[config.mk]
export PLATFORM = sky130hd
export DESIGN_NAME = passive_snooper_top
export DESIGN_NICKNAME = d
export VERILOG_FILES = /design/src/snoop_pkg.sv /design/src/snoop_filter.sv /design/src/reply_fifo.sv /design/src/snoop_responder.sv /design/src/passive_snooper_top.sv
export VERILOG_INCLUDE_DIRS = /design/src
export SDC_FILE = /design/constraint.sdc
export NUM_CORES = 2
export LEC_CHECK = 0
export BUFFER_PORTS_ARGS = -buffer_cell sky130_fd_sc_hd__buf_2
export CORE_ASPECT_RATIO = 1.5
export CORE_MARGIN = 2
export CORE_UTILIZATION = 50
export DETAILED_ROUTE_END_ITERATION = 10
export PLACE_DENSITY = 0.68
export SYNTH_ARGS = -nofsm -noshare
export SYNTH_HDL_FRONTEND = slang
export SYNTH_SLANG_ARGS = --single-unit
[constraint.sdc]
create_clock -name ace_aclk -period 17 [get_ports ace_aclk]
set_input_delay 3.4 -clock ace_aclk [delete_from_list [all_inputs] [get_ports ace_aclk]]
set_output_delay 3.4 -clock ace_aclk [all_outputs]
set_load 0.02 [all_outputs]
[src/snoop_cfg.svh]
`ifndef SNOOP_CFG_SVH
`define SNOOP_CFG_SVH

// --------------------
// ACE snoop channel widths
// --------------------

// Snoop address on the AC channel
`define ACE_ADDR_W 44

// One CD beat
`define ACE_DATA_W 128

// 64-byte cache line split into CD beats
`define CACHE_BEATS 4
`define LINE_W (`ACE_DATA_W * `CACHE_BEATS)

// --------------------
// Responder settings
// --------------------

// Low address bits checked against the window
`define FILTER_ADDR_W 32

// Replies that may wait for the CR/CD channels
`define REPLY_FIFO_DEPTH 4

// Reply-kind bit value that asks for a data reply
`define DATA_REPLY 1'b1

`endif

[src/snoop_pkg.sv]
`include "snoop_cfg.svh"

package snoop_pkg;

    // --------------------
    // Control word
    // --------------------
    typedef struct packed {
        logic                      enable;
        // CR value sent with a data reply
        logic [4:0]                crresp;
        logic                      op_filter_en;
        logic                      addr_filter_en;
        logic                      one_shot;
        logic [3:0]                filter_op;
        // Window is [win_base, win_base + win_size)
        logic [`FILTER_ADDR_W-1:0] win_base;
        logic [`FILTER_ADDR_W-1:0] win_size;
    } snoop_ctrl_t;

    // --------------------
    // Incoming snoop
    // --------------------
    typedef struct packed {
        logic [`ACE_ADDR_W-1:0] addr;
        logic [3:0]             opcode;
        // Controller's choice of data or dummy reply
        logic                   kind;
        logic [`LINE_W-1:0]     line;
    } snoop_req_t;

    // --------------------
    // Decided reply
    // --------------------
    typedef struct packed {
        // Full answer with CD beats
        logic               is_data;
        // Zero for a dummy
        logic [4:0]         crresp;
        logic [`LINE_W-1:0] line;
    } reply_t;

endpackage

[src/snoop_filter.sv]
`timescale 1ns/1ps
`include "snoop_cfg.svh"

module snoop_filter
(
    input  logic                   ace_aclk,
    input  logic                   ace_aresetn,
    input  logic                   i_snoop_valid,
    input  snoop_pkg::snoop_req_t  i_snoop,
    input  snoop_pkg::snoop_ctrl_t i_ctrl,
    input  logic                   i_reply_done,
    input  logic                   i_reply_was_data,
    output logic                   o_push_valid,
    output snoop_pkg::reply_t      o_push,
    output logic                   o_end
);

    logic [`FILTER_ADDR_W-1:0] snoop_low;
    logic [`FILTER_ADDR_W:0]   win_end;
    logic                      op_hit;
    logic                      addr_hit;
    logic                      match;

    // --------------------
    // Match rule
    // --------------------
    assign snoop_low = i_snoop.addr[`FILTER_ADDR_W-1:0];

    // One extra bit so a window reaching the top of the space does not wrap
    assign win_end = {1'b0, i_ctrl.win_base} + {1'b0, i_ctrl.win_size};

    assign op_hit = !i_ctrl.op_filter_en || (i_snoop.opcode == i_ctrl.filter_op);

    assign addr_hit = !i_ctrl.addr_filter_en ||
                      ((snoop_low >= i_ctrl.win_base) && ({1'b0, snoop_low} < win_end));

    // Lockout after one-shot also lands here
    assign match = i_ctrl.enable && op_hit && addr_hit && !o_end &&
                   (i_snoop.kind == `DATA_REPLY);

    // --------------------
    // Registered decision
    // --------------------
    always_ff @(posedge ace_aclk)
    begin
        if (!ace_aresetn)
            o_push_valid <= 1'b0;
        else
            o_push_valid <= i_snoop_valid;
    end

    always_ff @(posedge ace_aclk)
    begin
        if (i_snoop_valid)
        begin
            o_push.is_data <= match;
            o_push.crresp  <= match ? i_ctrl.crresp : 5'd0;
            o_push.line    <= i_snoop.line;
        end
    end

    // One-shot end flag, held until the controller drops enable
    always_ff @(posedge ace_aclk)
    begin
        if (!ace_aresetn)
            o_end <= 1'b0;
        else if (!i_ctrl.enable)
            o_end <= 1'b0;
        else if (i_reply_done && i_reply_was_data && i_ctrl.one_shot)
            o_end <= 1'b1;
    end

    // Reply completion arrives as a single-cycle strobe
    assert property (@(posedge ace_aclk) disable iff (!ace_aresetn)
        i_reply_done |=> !i_reply_done)
        else $error("reply done held for more than one cycle");

endmodule

[src/reply_fifo.sv]
`timescale 1ns/1ps
`include "snoop_cfg.svh"

module reply_fifo
(
    input  logic                                    ace_aclk,
    input  logic                                    ace_aresetn,
    input  logic                                    i_push_valid,
    input  snoop_pkg::reply_t                       i_push,
    input  logic                                    i_head_ready,
    output logic                                    o_head_valid,
    output snoop_pkg::reply_t                       o_head,
    output logic [$clog2(`REPLY_FIFO_DEPTH + 1)-1:0] o_count,
    output logic                                    o_overflow
);

    localparam int PTR_W = (`REPLY_FIFO_DEPTH > 1) ? $clog2(`REPLY_FIFO_DEPTH) : 1;

    snoop_pkg::reply_t mem [`REPLY_FIFO_DEPTH];
    logic [PTR_W-1:0]  wr_ptr;
    logic [PTR_W-1:0]  rd_ptr;
    logic              full;
    logic              wr_en;
    logic              rd_en;

    // Wrap at the depth, which need not be a power of two
    function automatic logic [PTR_W-1:0] ptr_inc(input logic [PTR_W-1:0] ptr);
        if (ptr == PTR_W'(`REPLY_FIFO_DEPTH - 1))
            return '0;
        return ptr + 1'b1;
    endfunction

    assign full  = (o_count == `REPLY_FIFO_DEPTH);
    assign wr_en = i_push_valid && !full;
    assign rd_en = i_head_ready && o_head_valid;

    // First word falls through to the responder
    assign o_head_valid = (o_count != '0);
    assign o_head       = mem[rd_ptr];

    // --------------------
    // Pointers and count
    // --------------------
    always_ff @(posedge ace_aclk)
    begin
        if (!ace_aresetn)
        begin
            wr_ptr     <= '0;
            rd_ptr     <= '0;
            o_count    <= '0;
            o_overflow <= 1'b0;
        end
        else
        begin
            if (wr_en)
                wr_ptr <= ptr_inc(wr_ptr);
            if (rd_en)
                rd_ptr <= ptr_inc(rd_ptr);

            case ({wr_en, rd_en})
                2'b10:   o_count <= o_count + 1'b1;
                2'b01:   o_count <= o_count - 1'b1;
                default: o_count <= o_count;
            endcase

            // Sticky until reset
            if (i_push_valid && full)
                o_overflow <= 1'b1;
        end
    end

    // Storage
    always_ff @(posedge ace_aclk)
    begin
        if (wr_en)
            mem[wr_ptr] <= i_push;
    end

    // Responder only pops an entry that is there
    assert property (@(posedge ace_aclk) disable iff (!ace_aresetn)
        i_head_ready |-> o_head_valid)
        else $error("pop from empty reply FIFO");

endmodule

[src/snoop_responder.sv]
`timescale 1ns/1ps
`include "snoop_cfg.svh"

module snoop_responder
(
    input  logic                   ace_aclk,
    input  logic                   ace_aresetn,
    input  logic                   i_head_valid,
    input  snoop_pkg::reply_t      i_head,
    input  logic                   i_crready,
    input  logic                   i_cdready,
    output logic                   o_head_ready,
    output logic                   o_crvalid,
    output logic [4:0]             o_crresp,
    output logic                   o_cdvalid,
    output logic [`ACE_DATA_W-1:0] o_cddata,
    output logic                   o_cdlast,
    output logic                   o_reply_done,
    output logic                   o_reply_was_data,
    output logic                   o_active
);

    localparam int BEAT_W = (`CACHE_BEATS > 1) ? $clog2(`CACHE_BEATS) : 1;
    localparam logic [BEAT_W-1:0] LAST_BEAT = BEAT_W'(`CACHE_BEATS - 1);

    // --------------------
    // FSM encoding
    // --------------------
    localparam logic [1:0] ST_IDLE = 2'd0;
    localparam logic [1:0] ST_RESP = 2'd1;
    localparam logic [1:0] ST_DATA = 2'd2;
    localparam logic [1:0] ST_DONE = 2'd3;

    logic [1:0]        state;
    logic [BEAT_W-1:0] beat;
    snoop_pkg::reply_t cur;

    // Pop straight from idle
    assign o_head_ready = (state == ST_IDLE) && i_head_valid;

    // --------------------
    // CR and CD channels
    // --------------------
    assign o_crvalid = (state == ST_RESP);
    assign o_crresp  = cur.crresp;

    // Lowest beat of the line goes first
    assign o_cdvalid = (state == ST_DATA);
    assign o_cddata  = cur.line[beat * `ACE_DATA_W +: `ACE_DATA_W];
    assign o_cdlast  = o_cdvalid && (beat == LAST_BEAT);

    // Completion report back to the filter
    assign o_reply_done     = (state == ST_DONE);
    assign o_reply_was_data = cur.is_data;
    assign o_active         = (state != ST_IDLE);

    always_ff @(posedge ace_aclk)
    begin
        if (o_head_ready)
            cur <= i_head;
    end

    always_ff @(posedge ace_aclk)
    begin
        if (!ace_aresetn)
        begin
            state <= ST_IDLE;
            beat  <= '0;
        end
        else
        begin
            case (state)
                ST_IDLE:
                begin
                    beat <= '0;
                    if (i_head_valid)
                        state <= ST_RESP;
                end
                ST_RESP:
                begin
                    // Dummy reply ends with the CR handshake
                    if (i_crready)
                        state <= cur.is_data ? ST_DATA : ST_DONE;
                end
                ST_DATA:
                begin
                    if (i_cdready)
                    begin
                        if (beat == LAST_BEAT)
                            state <= ST_DONE;
                        else
                            beat <= beat + 1'b1;
                    end
                end
                ST_DONE:
                begin
                    state <= ST_IDLE;
                end
                default:
                begin
                    state <= ST_IDLE;
                end
            endcase
        end
    end

    // --------------------
    // ACE hold rules
    // --------------------
    assert property (@(posedge ace_aclk) disable iff (!ace_aresetn)
        o_cdvalid && !i_cdready |=>
            o_cdvalid && $stable(o_cddata) && $stable(o_cdlast))
        else $error("CD beat changed while stalled");

    assert property (@(posedge ace_aclk) disable iff (!ace_aresetn)
        o_crvalid && !i_crready |=> o_crvalid && $stable(o_crresp))
        else $error("CR response changed while stalled");

endmodule

[src/passive_snooper_top.sv]
`timescale 1ns/1ps
`include "snoop_cfg.svh"

module passive_snooper_top
(
    input  logic                   ace_aclk,
    input  logic                   ace_aresetn,
    input  logic                   i_snoop_valid,
    input  snoop_pkg::snoop_req_t  i_snoop,
    input  snoop_pkg::snoop_ctrl_t i_ctrl,
    input  logic                   i_crready,
    input  logic                   i_cdready,
    output logic                   o_crvalid,
    output logic [4:0]             o_crresp,
    output logic                   o_cdvalid,
    output logic [`ACE_DATA_W-1:0] o_cddata,
    output logic                   o_cdlast,
    output logic                   o_end,
    output logic                   o_overflow,
    output logic                   o_busy
);

    logic                                    push_valid;
    snoop_pkg::reply_t                       push;
    logic                                    head_valid;
    logic                                    head_ready;
    snoop_pkg::reply_t                       head;
    logic [$clog2(`REPLY_FIFO_DEPTH + 1)-1:0] fifo_count;
    logic                                    reply_done;
    logic                                    reply_was_data;
    logic                                    resp_active;

    snoop_filter filter_i (
        .ace_aclk         (ace_aclk),
        .ace_aresetn      (ace_aresetn),
        .i_snoop_valid    (i_snoop_valid),
        .i_snoop          (i_snoop),
        .i_ctrl           (i_ctrl),
        .i_reply_done     (reply_done),
        .i_reply_was_data (reply_was_data),
        .o_push_valid     (push_valid),
        .o_push           (push),
        .o_end            (o_end)
    );

    reply_fifo fifo_i (
        .ace_aclk     (ace_aclk),
        .ace_aresetn  (ace_aresetn),
        .i_push_valid (push_valid),
        .i_push       (push),
        .i_head_ready (head_ready),
        .o_head_valid (head_valid),
        .o_head       (head),
        .o_count      (fifo_count),
        .o_overflow   (o_overflow)
    );

    snoop_responder responder_i (
        .ace_aclk         (ace_aclk),
        .ace_aresetn      (ace_aresetn),
        .i_head_valid     (head_valid),
        .i_head           (head),
        .i_crready        (i_crready),
        .i_cdready        (i_cdready),
        .o_head_ready     (head_ready),
        .o_crvalid        (o_crvalid),
        .o_crresp         (o_crresp),
        .o_cdvalid        (o_cdvalid),
        .o_cddata         (o_cddata),
        .o_cdlast         (o_cdlast),
        .o_reply_done     (reply_done),
        .o_reply_was_data (reply_was_data),
        .o_active         (resp_active)
    );

    // Queued or in flight
    assign o_busy = (fifo_count != '0) || resp_active;

endmodule

# After elaboration in Yosys (flattened, before gate mapping)
# Memories as Yosys holds them, arrays and structs flattened. A register that Yosys moved wholly into a read port is not among the register bits.
# Cells that the tools add are included.
[totals]
regBits = 532
memories = 1
output_inout_bits = 139
ramBits = 2072
input_bits = 643
word_cells = 85
[memory_table]
columns = ["name", "words", "width", "read_ports", "rd_clocked_by_memory_dff", "write_ports", "line_no", "source"]
rows = [
  ["fifo_i.mem", 4, 518, 1, 1, 1, "reply_fifo.sv:19", "snoop_pkg::reply_t mem [`REPLY_FIFO_DEPTH];"],
]
[op_classes]
n_shift = 1
reduce_logical = 27
add_sub_neg = 6
eq_ne = 15
order_cmp = 2
muxes = 22
[ops]
columns = ["operator", "n"]
rows = [
  ["$shiftx A512 B10 Y128", 1],
  ["$add A32 B32 Y33", 1],
  ["$lt A32 B33 Y1", 1],
  ["$ge A32 B32 Y1", 1],
  ["$mux W2", 10],
  ["$eq A2 B2 Y1 const B", 6],
  ["$logic_and A1 B1 Y1", 12],
  ["$ne A2 B2 Y1 const B", 5],
  ["$mux W1", 9],
  ["$pmux W2 S4", 1],
  ["$add A2 B1 Y2 const B", 3],
  ["$pmux W3 S2", 1],
  ["$reduce_bool A2 Y1", 3],
  ["$eq A2 B1 Y1 const B", 2],
  ["$eq A4 B4 Y1", 1],
  ["$logic_not A1 Y1", 4],
  ["$pmux W2 S2", 1],
  ["$reduce_and A4 Y1", 1],
  ["$add A3 B1 Y3 const B", 1],
  ["$eq A3 B3 Y1 const B", 1],
  ["$logic_or A1 B1 Y1", 3],
  ["$reduce_and A3 Y1", 1],
  ["$reduce_bool A3 Y1", 1],
  ["$sub A3 B1 Y3 const B", 1],
  ["2 further kinds", 2],
]

# Logic depth before layout (Yosys ltp)
[logic_depth]
depth_word = 7
ltp_mapped = 19
depth_no_buf = 19

# Cells and area by module
# A second synthesis with hierarchy kept.
[unflattened]
hier_cells = 4428
hier_area_um2 = 112935.8
[modules_own_cells]
columns = ["mod", "seq_area_each_um2", "area_each_um2", "instances", "cells_per_inst"]
rows = [
  ["reply_fifo", 62419.9, 75128.3, 1, 2764],
  ["snoop_responder", 15635.0, 19007.0, 1, 717],
  ["snoop_filter", 15595.0, 18793.0, 1, 946],
  ["passive_snooper_top", 0.0, 7.5, 1, 1],
]

# Least setup slack after synthesis
# No wires, ideal clock.
[synth_timing]
path_kind = "flip-flop to flip-flop"
start = "reg fifo_i.o_count[0]"
end = "mem fifo_i.mem[3][0] (netlist name), enable pin"
period_less_slack_ns = 13.262
slack_ns = 3.738
required_ns = 16.046
path_buffers = 0
setup_ns = 0.954
path_stages_with_launch = 4
arrival_ns = 12.308
path_cell_list = "dfxtp_1 -> nor2_1 -> nand2_1 -> and3_1"
[synth_via]
elab_chain_cells = 5
[synth_lines]
columns = ["item", "line_no", "source"]
rows = [
  ["start, declared", "reply_fifo.sv:13", "output logic [$clog2(`REPLY_FIFO_DEPTH + 1)-1:0] o_count,"],
  ["start signal, assigned", "reply_fifo.sv:61", "2'b10: o_count <= o_count + 1'b1;"],
  ["start signal, assigned", "reply_fifo.sv:62", "2'b01: o_count <= o_count - 1'b1;"],
  ["start signal, assigned", "reply_fifo.sv:63", "default: o_count <= o_count;"],
  ["$eq A3 B3 Y1 (no source line)", "-", ""],
  ["$logic_not A1 Y1", "reply_fifo.sv:34", "assign wr_en = i_push_valid && !full;"],
  ["$logic_and A1 B1 Y1", "reply_fifo.sv:34", ""],
  ["$mux W1", "reply_fifo.sv:75", "if (wr_en)"],
  ["$mux W1 (not written as such)", "reply_fifo.sv:76", "mem[wr_ptr] <= i_push;"],
  ["end, declared", "reply_fifo.sv:19", ""],
]
# Every way passes these cells.

# Final worst setup path
[layout_timing]
start = "in i_ctrl[0] (netlist name)"
end = "reg filter_i.o_push[512] (netlist name) (data pin)"
[layout_via]
elab_chain_cells = 7
[layout_lines]
columns = ["item", "line_no", "source"]
rows = [
  ["start, declared", "passive_snooper_top.sv:10", "input snoop_pkg::snoop_ctrl_t i_ctrl,"],
  ["$add A32 B32 Y33", "snoop_filter.sv:30", "assign win_end = {1'b0, i_ctrl.win_base} + {1'b0, i_ctrl.win_size};"],
  ["$lt A32 B33 Y1", "snoop_filter.sv:35", "((snoop_low >= i_ctrl.win_base) && ({1'b0, snoop_low} < win_end));"],
  ["$logic_and A1 B1 Y1", "snoop_filter.sv:35", ""],
  ["$logic_or A1 B1 Y1", "snoop_filter.sv:34", "assign addr_hit = !i_ctrl.addr_filter_en ||"],
  ["$logic_and A1 B1 Y1 (3 in a row)", "snoop_filter.sv:38", "assign match = i_ctrl.enable && op_hit && addr_hit && !o_end &&"],
  ["end, declared", "snoop_filter.sv:14", "output snoop_pkg::reply_t o_push,"],
]
# Every way passes these cells.
# A chain may end at the register's enable or synchronous reset.

==> metrics.md <==
| Metric | Value |
|---|---|
| Placed cell area | `0.120 sq mm` |
| Number of buffers created by CTS | `between 200 and 300` |
| FF-to-FF path depth | `5` |
| Clk root buf | `clkbuf_16` |
| Unrepaired setup endpoints after global routing | `no` |
| Layout fillers | `15,900` |
| HP Class | `reg2reg` |
| Final ANT Viol Nets | `0` |
| Worst vdd ir | `0.000123 V` |
| Vias in the first global route | `between 50,000 and 60,000` |
| # rows | `around 210` |
| GRT overflow | `0` |
| Max Freq | `about 140 MHz` |
| GRT Util Overall | `0.191` |
| Synthesis-stage register bit count | `approximately 3,100` |
| CP arrival | `7.60 ns` |
| Initial Utilization | `0.503` |
| Vias per cell | `5.56` |
| Clock Power Share | `0.322` |
| Final Critical Period | `around 7.1 ns` |
| Placed Instances | `8,128` |
| WL per Instance | `about 25 um` |
| Comb power frac | `0.142` |
| Unique cell type count in the Yosys netlist | `66` |
| Relative slew slack | `0.274` |
| Number of vias after detailed routing | `48,300` |
| Net Count, Synth | `roughly 5,200` |
| CP max FO | `6` |
| CTS resizes | `0` |
| Post-route insts no fill | `between 8,000 and 9,000` |
| Final-report hold violation count | `0` |
| Post-synth EDFFs | `~3,100` |
| Mapped Cells | `around 4,400` |
| Area added between synthesis and finish | `14.7%` |
| Share of layout cells above drive strength 1 | `0.333` |
| Initial drt markers | `about 3,300` |
| Cell Area, Synth | `around 0.11 sq mm` |
| Clock sink count | `around 3,100` |
| Avg Inst Size Synth | `approximately 25 sq um` |
| Crit end category | `flop` |
| Post CTS Setup Buffer Count | `0` |
| Leak | `around 42 nW` |
| Final core utilization | `0.576` |
| CTS tree | `yes` |
| Die Area | `0.229 sq mm` |
| First-pass GRT wire length | `between 300,000 and 400,000 um` |
| Setup Skew | `~0.05 ns` |
| Design area | `around 0.13 sq mm` |
| Leading area contributor after synthesis | `edfxtp_1` |
| Count leader, synth | `edfxtp_1` |
| Reg clk slew, reported paths | `roughly 0.060 ns` |
| H-Tree Depth | `5` |
| Critical Path Source Type | `primary input` |
| WS Path Type | `in2reg` |
| Max-slew violations | `0` |
| Sequential fraction of the synthesis area | `0.831` |
| Drt pass-1 iters | `5` |
| P_int | `0.0144 W` |
| Top-area cell type share of the netlist area | `0.828` |
| Setup Viol. Count Final | `0` |
| GPL Wtd Cong | `0.832` |
| Post-synth top cells | `3,108 x edfxtp_1, 646 x mux4_2, 106 x ha_1, 58 x inv_1, 51 x clkbuf_1` |
| Die Span Y | `about 590 um` |
| Net Switching | `~0.0046 W` |
| Async S/R FF share, synth | `0` |
| Power per Cell Area | `147 mW/mm^2` |
| Core Area | `roughly 0.22 sq mm` |
| Hold depth | `0` |
| Initial antenna violation count | `138` |
| Hold Buf Count CTS | `0` |
| Prevailing post-synth register cell | `edfxtp_1` |
| Top-level I/O count | `just under 800` |
| Tcrit/Tclk final | `0.418` |
| Die width | `about 390 um` |
| Clk_lat worst skew | `~0.82 ns` |
| Nets@finish | `6,158` |
| Reg power frac | `0.536` |
| Post-DP HPWL | `roughly 130,000 um` |
| Port buffer count | `slightly below 800` |
| Outcome | `completed` |
| Number of remaining DRC errors | `0` |
| Worst hold slack | `~0.47 ns` |
| Warnings from Yosys | `0` |
| Biggest area contributors in the synthesized netlist | `edfxtp_1 83%, mux4_2 13%, ha_1 1.2%` |
| Sw Share | `0.240` |
| DRT Wirelength | `221,000 um` |
| Max_cap viols | `0` |
| Crit path required time | `~18 ns` |
| Largest net degree at the start of global routing | `141` |
| Clock Path Buffers | `4` |
| TNS Setup | `0 ns` |
| Slew @ Worst Pin | `1.09 ns` |
[flip-flops by register name (all words and copies together) (netlist names)]
name                          flops
fifo_i.mem                     2072
fifo_i.o_count                    3
fifo_i.o_overflow                 1
fifo_i.rd_ptr                     2
fifo_i.wr_ptr                     2
filter_i.o_end                    1
filter_i.o_push                 518
filter_i.o_push_valid             1
responder_i.beat                  2
responder_i.cur                 512
responder_i.o_crresp              5
responder_i.o_reply_was_data      1
responder_i.state                 2
[layout make-up]
cell class / count / area (sq um) / area share
inverters: 58 / 225 / 0.00174
multi-input cells: 1109 / 18100 / 0.140
flip-flops and latches: 3122 / 93600 / 0.725
clock buffers: 340 / 7470 / 0.0578
clock inverters: 164 / 1360 / 0.0106
well taps: 3010 / 3770 / 0.0291
repair buffers: 829 / 4500 / 0.0348
diodes: 44 / 110 / 0.000852
[cells in the final DEF, fill, tap and decap left out, types with 5 or more instances in the layout]
cell / count
nand3_1: 15
clkinv_2: 43
inv_6: 12
bufinv_16: 20
nor2b_1: 12
nand4_1: 12
nor3_1: 9
o21bai_1: 7
clkinv_1: 77
inv_1: 57
clkbuf_16: 291
o21a_1: 5
nor3b_1: 8
a21oi_1: 49
dfxtp_1: 10
mux4_2: 646
nand2_1: 28
xor2_1: 11
diode_2: 44
buf_2: 768
clkbuf_1: 49
buf_4: 45
nand2b_1: 13
and2_1: 8
o21ai_0: 31
buf_12: 15
a21o_1: 29
a31oi_1: 6
edfxtp_1: 3108
nor2_1: 27
xnor2_1: 18
ha_1: 106
[worst max-delay path: stages]
cell and delay (ns):
buf_2 0.12, ha_1 0.22, fa_1 0.46, a211oi_1 0.25, o21bai_1 0.14, nand2_1 0.13, a21oi_1 0.17, o2111a_1 0.33
or2_1 0.26, o22ai_1 0.16, xor2_1 0.11, ha_1 0.30, a21o_1 0.11, a21oi_1 0.06, o21ai_0 0.29, a41oi_1 0.09
nor4b_1 0.27, o21ai_0 0.19, a211oi_4 0.44, nor3b_1 0.10
[path summary, 6_finish.rpt]
kind	slack [ns]	from	end
worst min-delay path	0.47	filter_i.o_push[345]$_DFFE_PP_	fifo_i.mem[3][345]$_DFFE_PP_
worst max register to register	11.92	fifo_i.rd_ptr[0]$_SDFFE_PN0P_	responder_i.cur[115]$_DFFE_PP_
worst min register to register	0.47	filter_i.o_push[345]$_DFFE_PP_	fifo_i.mem[3][345]$_DFFE_PP_
worst max-delay path	9.90	i_ctrl[0]	filter_i.o_push[512]$_SDFFCE_PN0P_
[power by group through the flow]
stage | sequential (W) | clock, W | combinational, W
2_1_floorplan | 0.0107 | 0 | 0.00230
3_3_place_gp | 0.0103 | 0 | 0.00274
3_5_place_dp | 0.0103 | 0 | 0.00276
4_1_cts | 0.0102 | 0.00626 | 0.00276
5_1_grt | 0.0103 | 0.00654 | 0.00289
6_report | 0.0102 | 0.00611 | 0.00269
[kinds of logic (layout without fill, tap and decap cells)]
kind of cell               after synthesis  count (layout)  share of synthesized area
other                                    0              44                          0
adders and majority gates              108             108                     0.0121
xor gates and xnor gates                29              29                    0.00225
muxes                                  649             649                      0.129
buffers and inverters                  211            1391                    0.00809
and+or+nand+nor                        158             158                    0.00755
DFF                                   3122            3122                      0.831
AOI/OAI and AO/OA                      165             165                    0.00957
[routing by layer]
| layer | share of wire | global-route usage | routed length [um] | up-vias |
|---|---|---|---|---|
| li1 | - | - | - | 20900 |
| met1 | 0.39 | 0.251 | 86700 | 25300 |
| met2 | 0.49 | 0.314 | 109000 | 1474 |
| met3 | 0.089 | 0.0623 | 19700 | 475 |
| met4 | 0.021 | 0.0441 | 4570 | 136 |
| met5 | 0.0039 | 0 | 857 | - |
[per-stage QoR]
step / worst slack [ns] / power [W]
4_1_cts: 9.67 / 0.0192
6_report: 9.90 / 0.0190
5_1_grt: 9.64 / 0.0197
3_3_place_gp: 9.04 / 0.0130
2_1_floorplan: 3.74 / 0.0130
3_5_place_dp: 9.06 / 0.0131
Note: power is estimated with default switching activity, not from simulation.
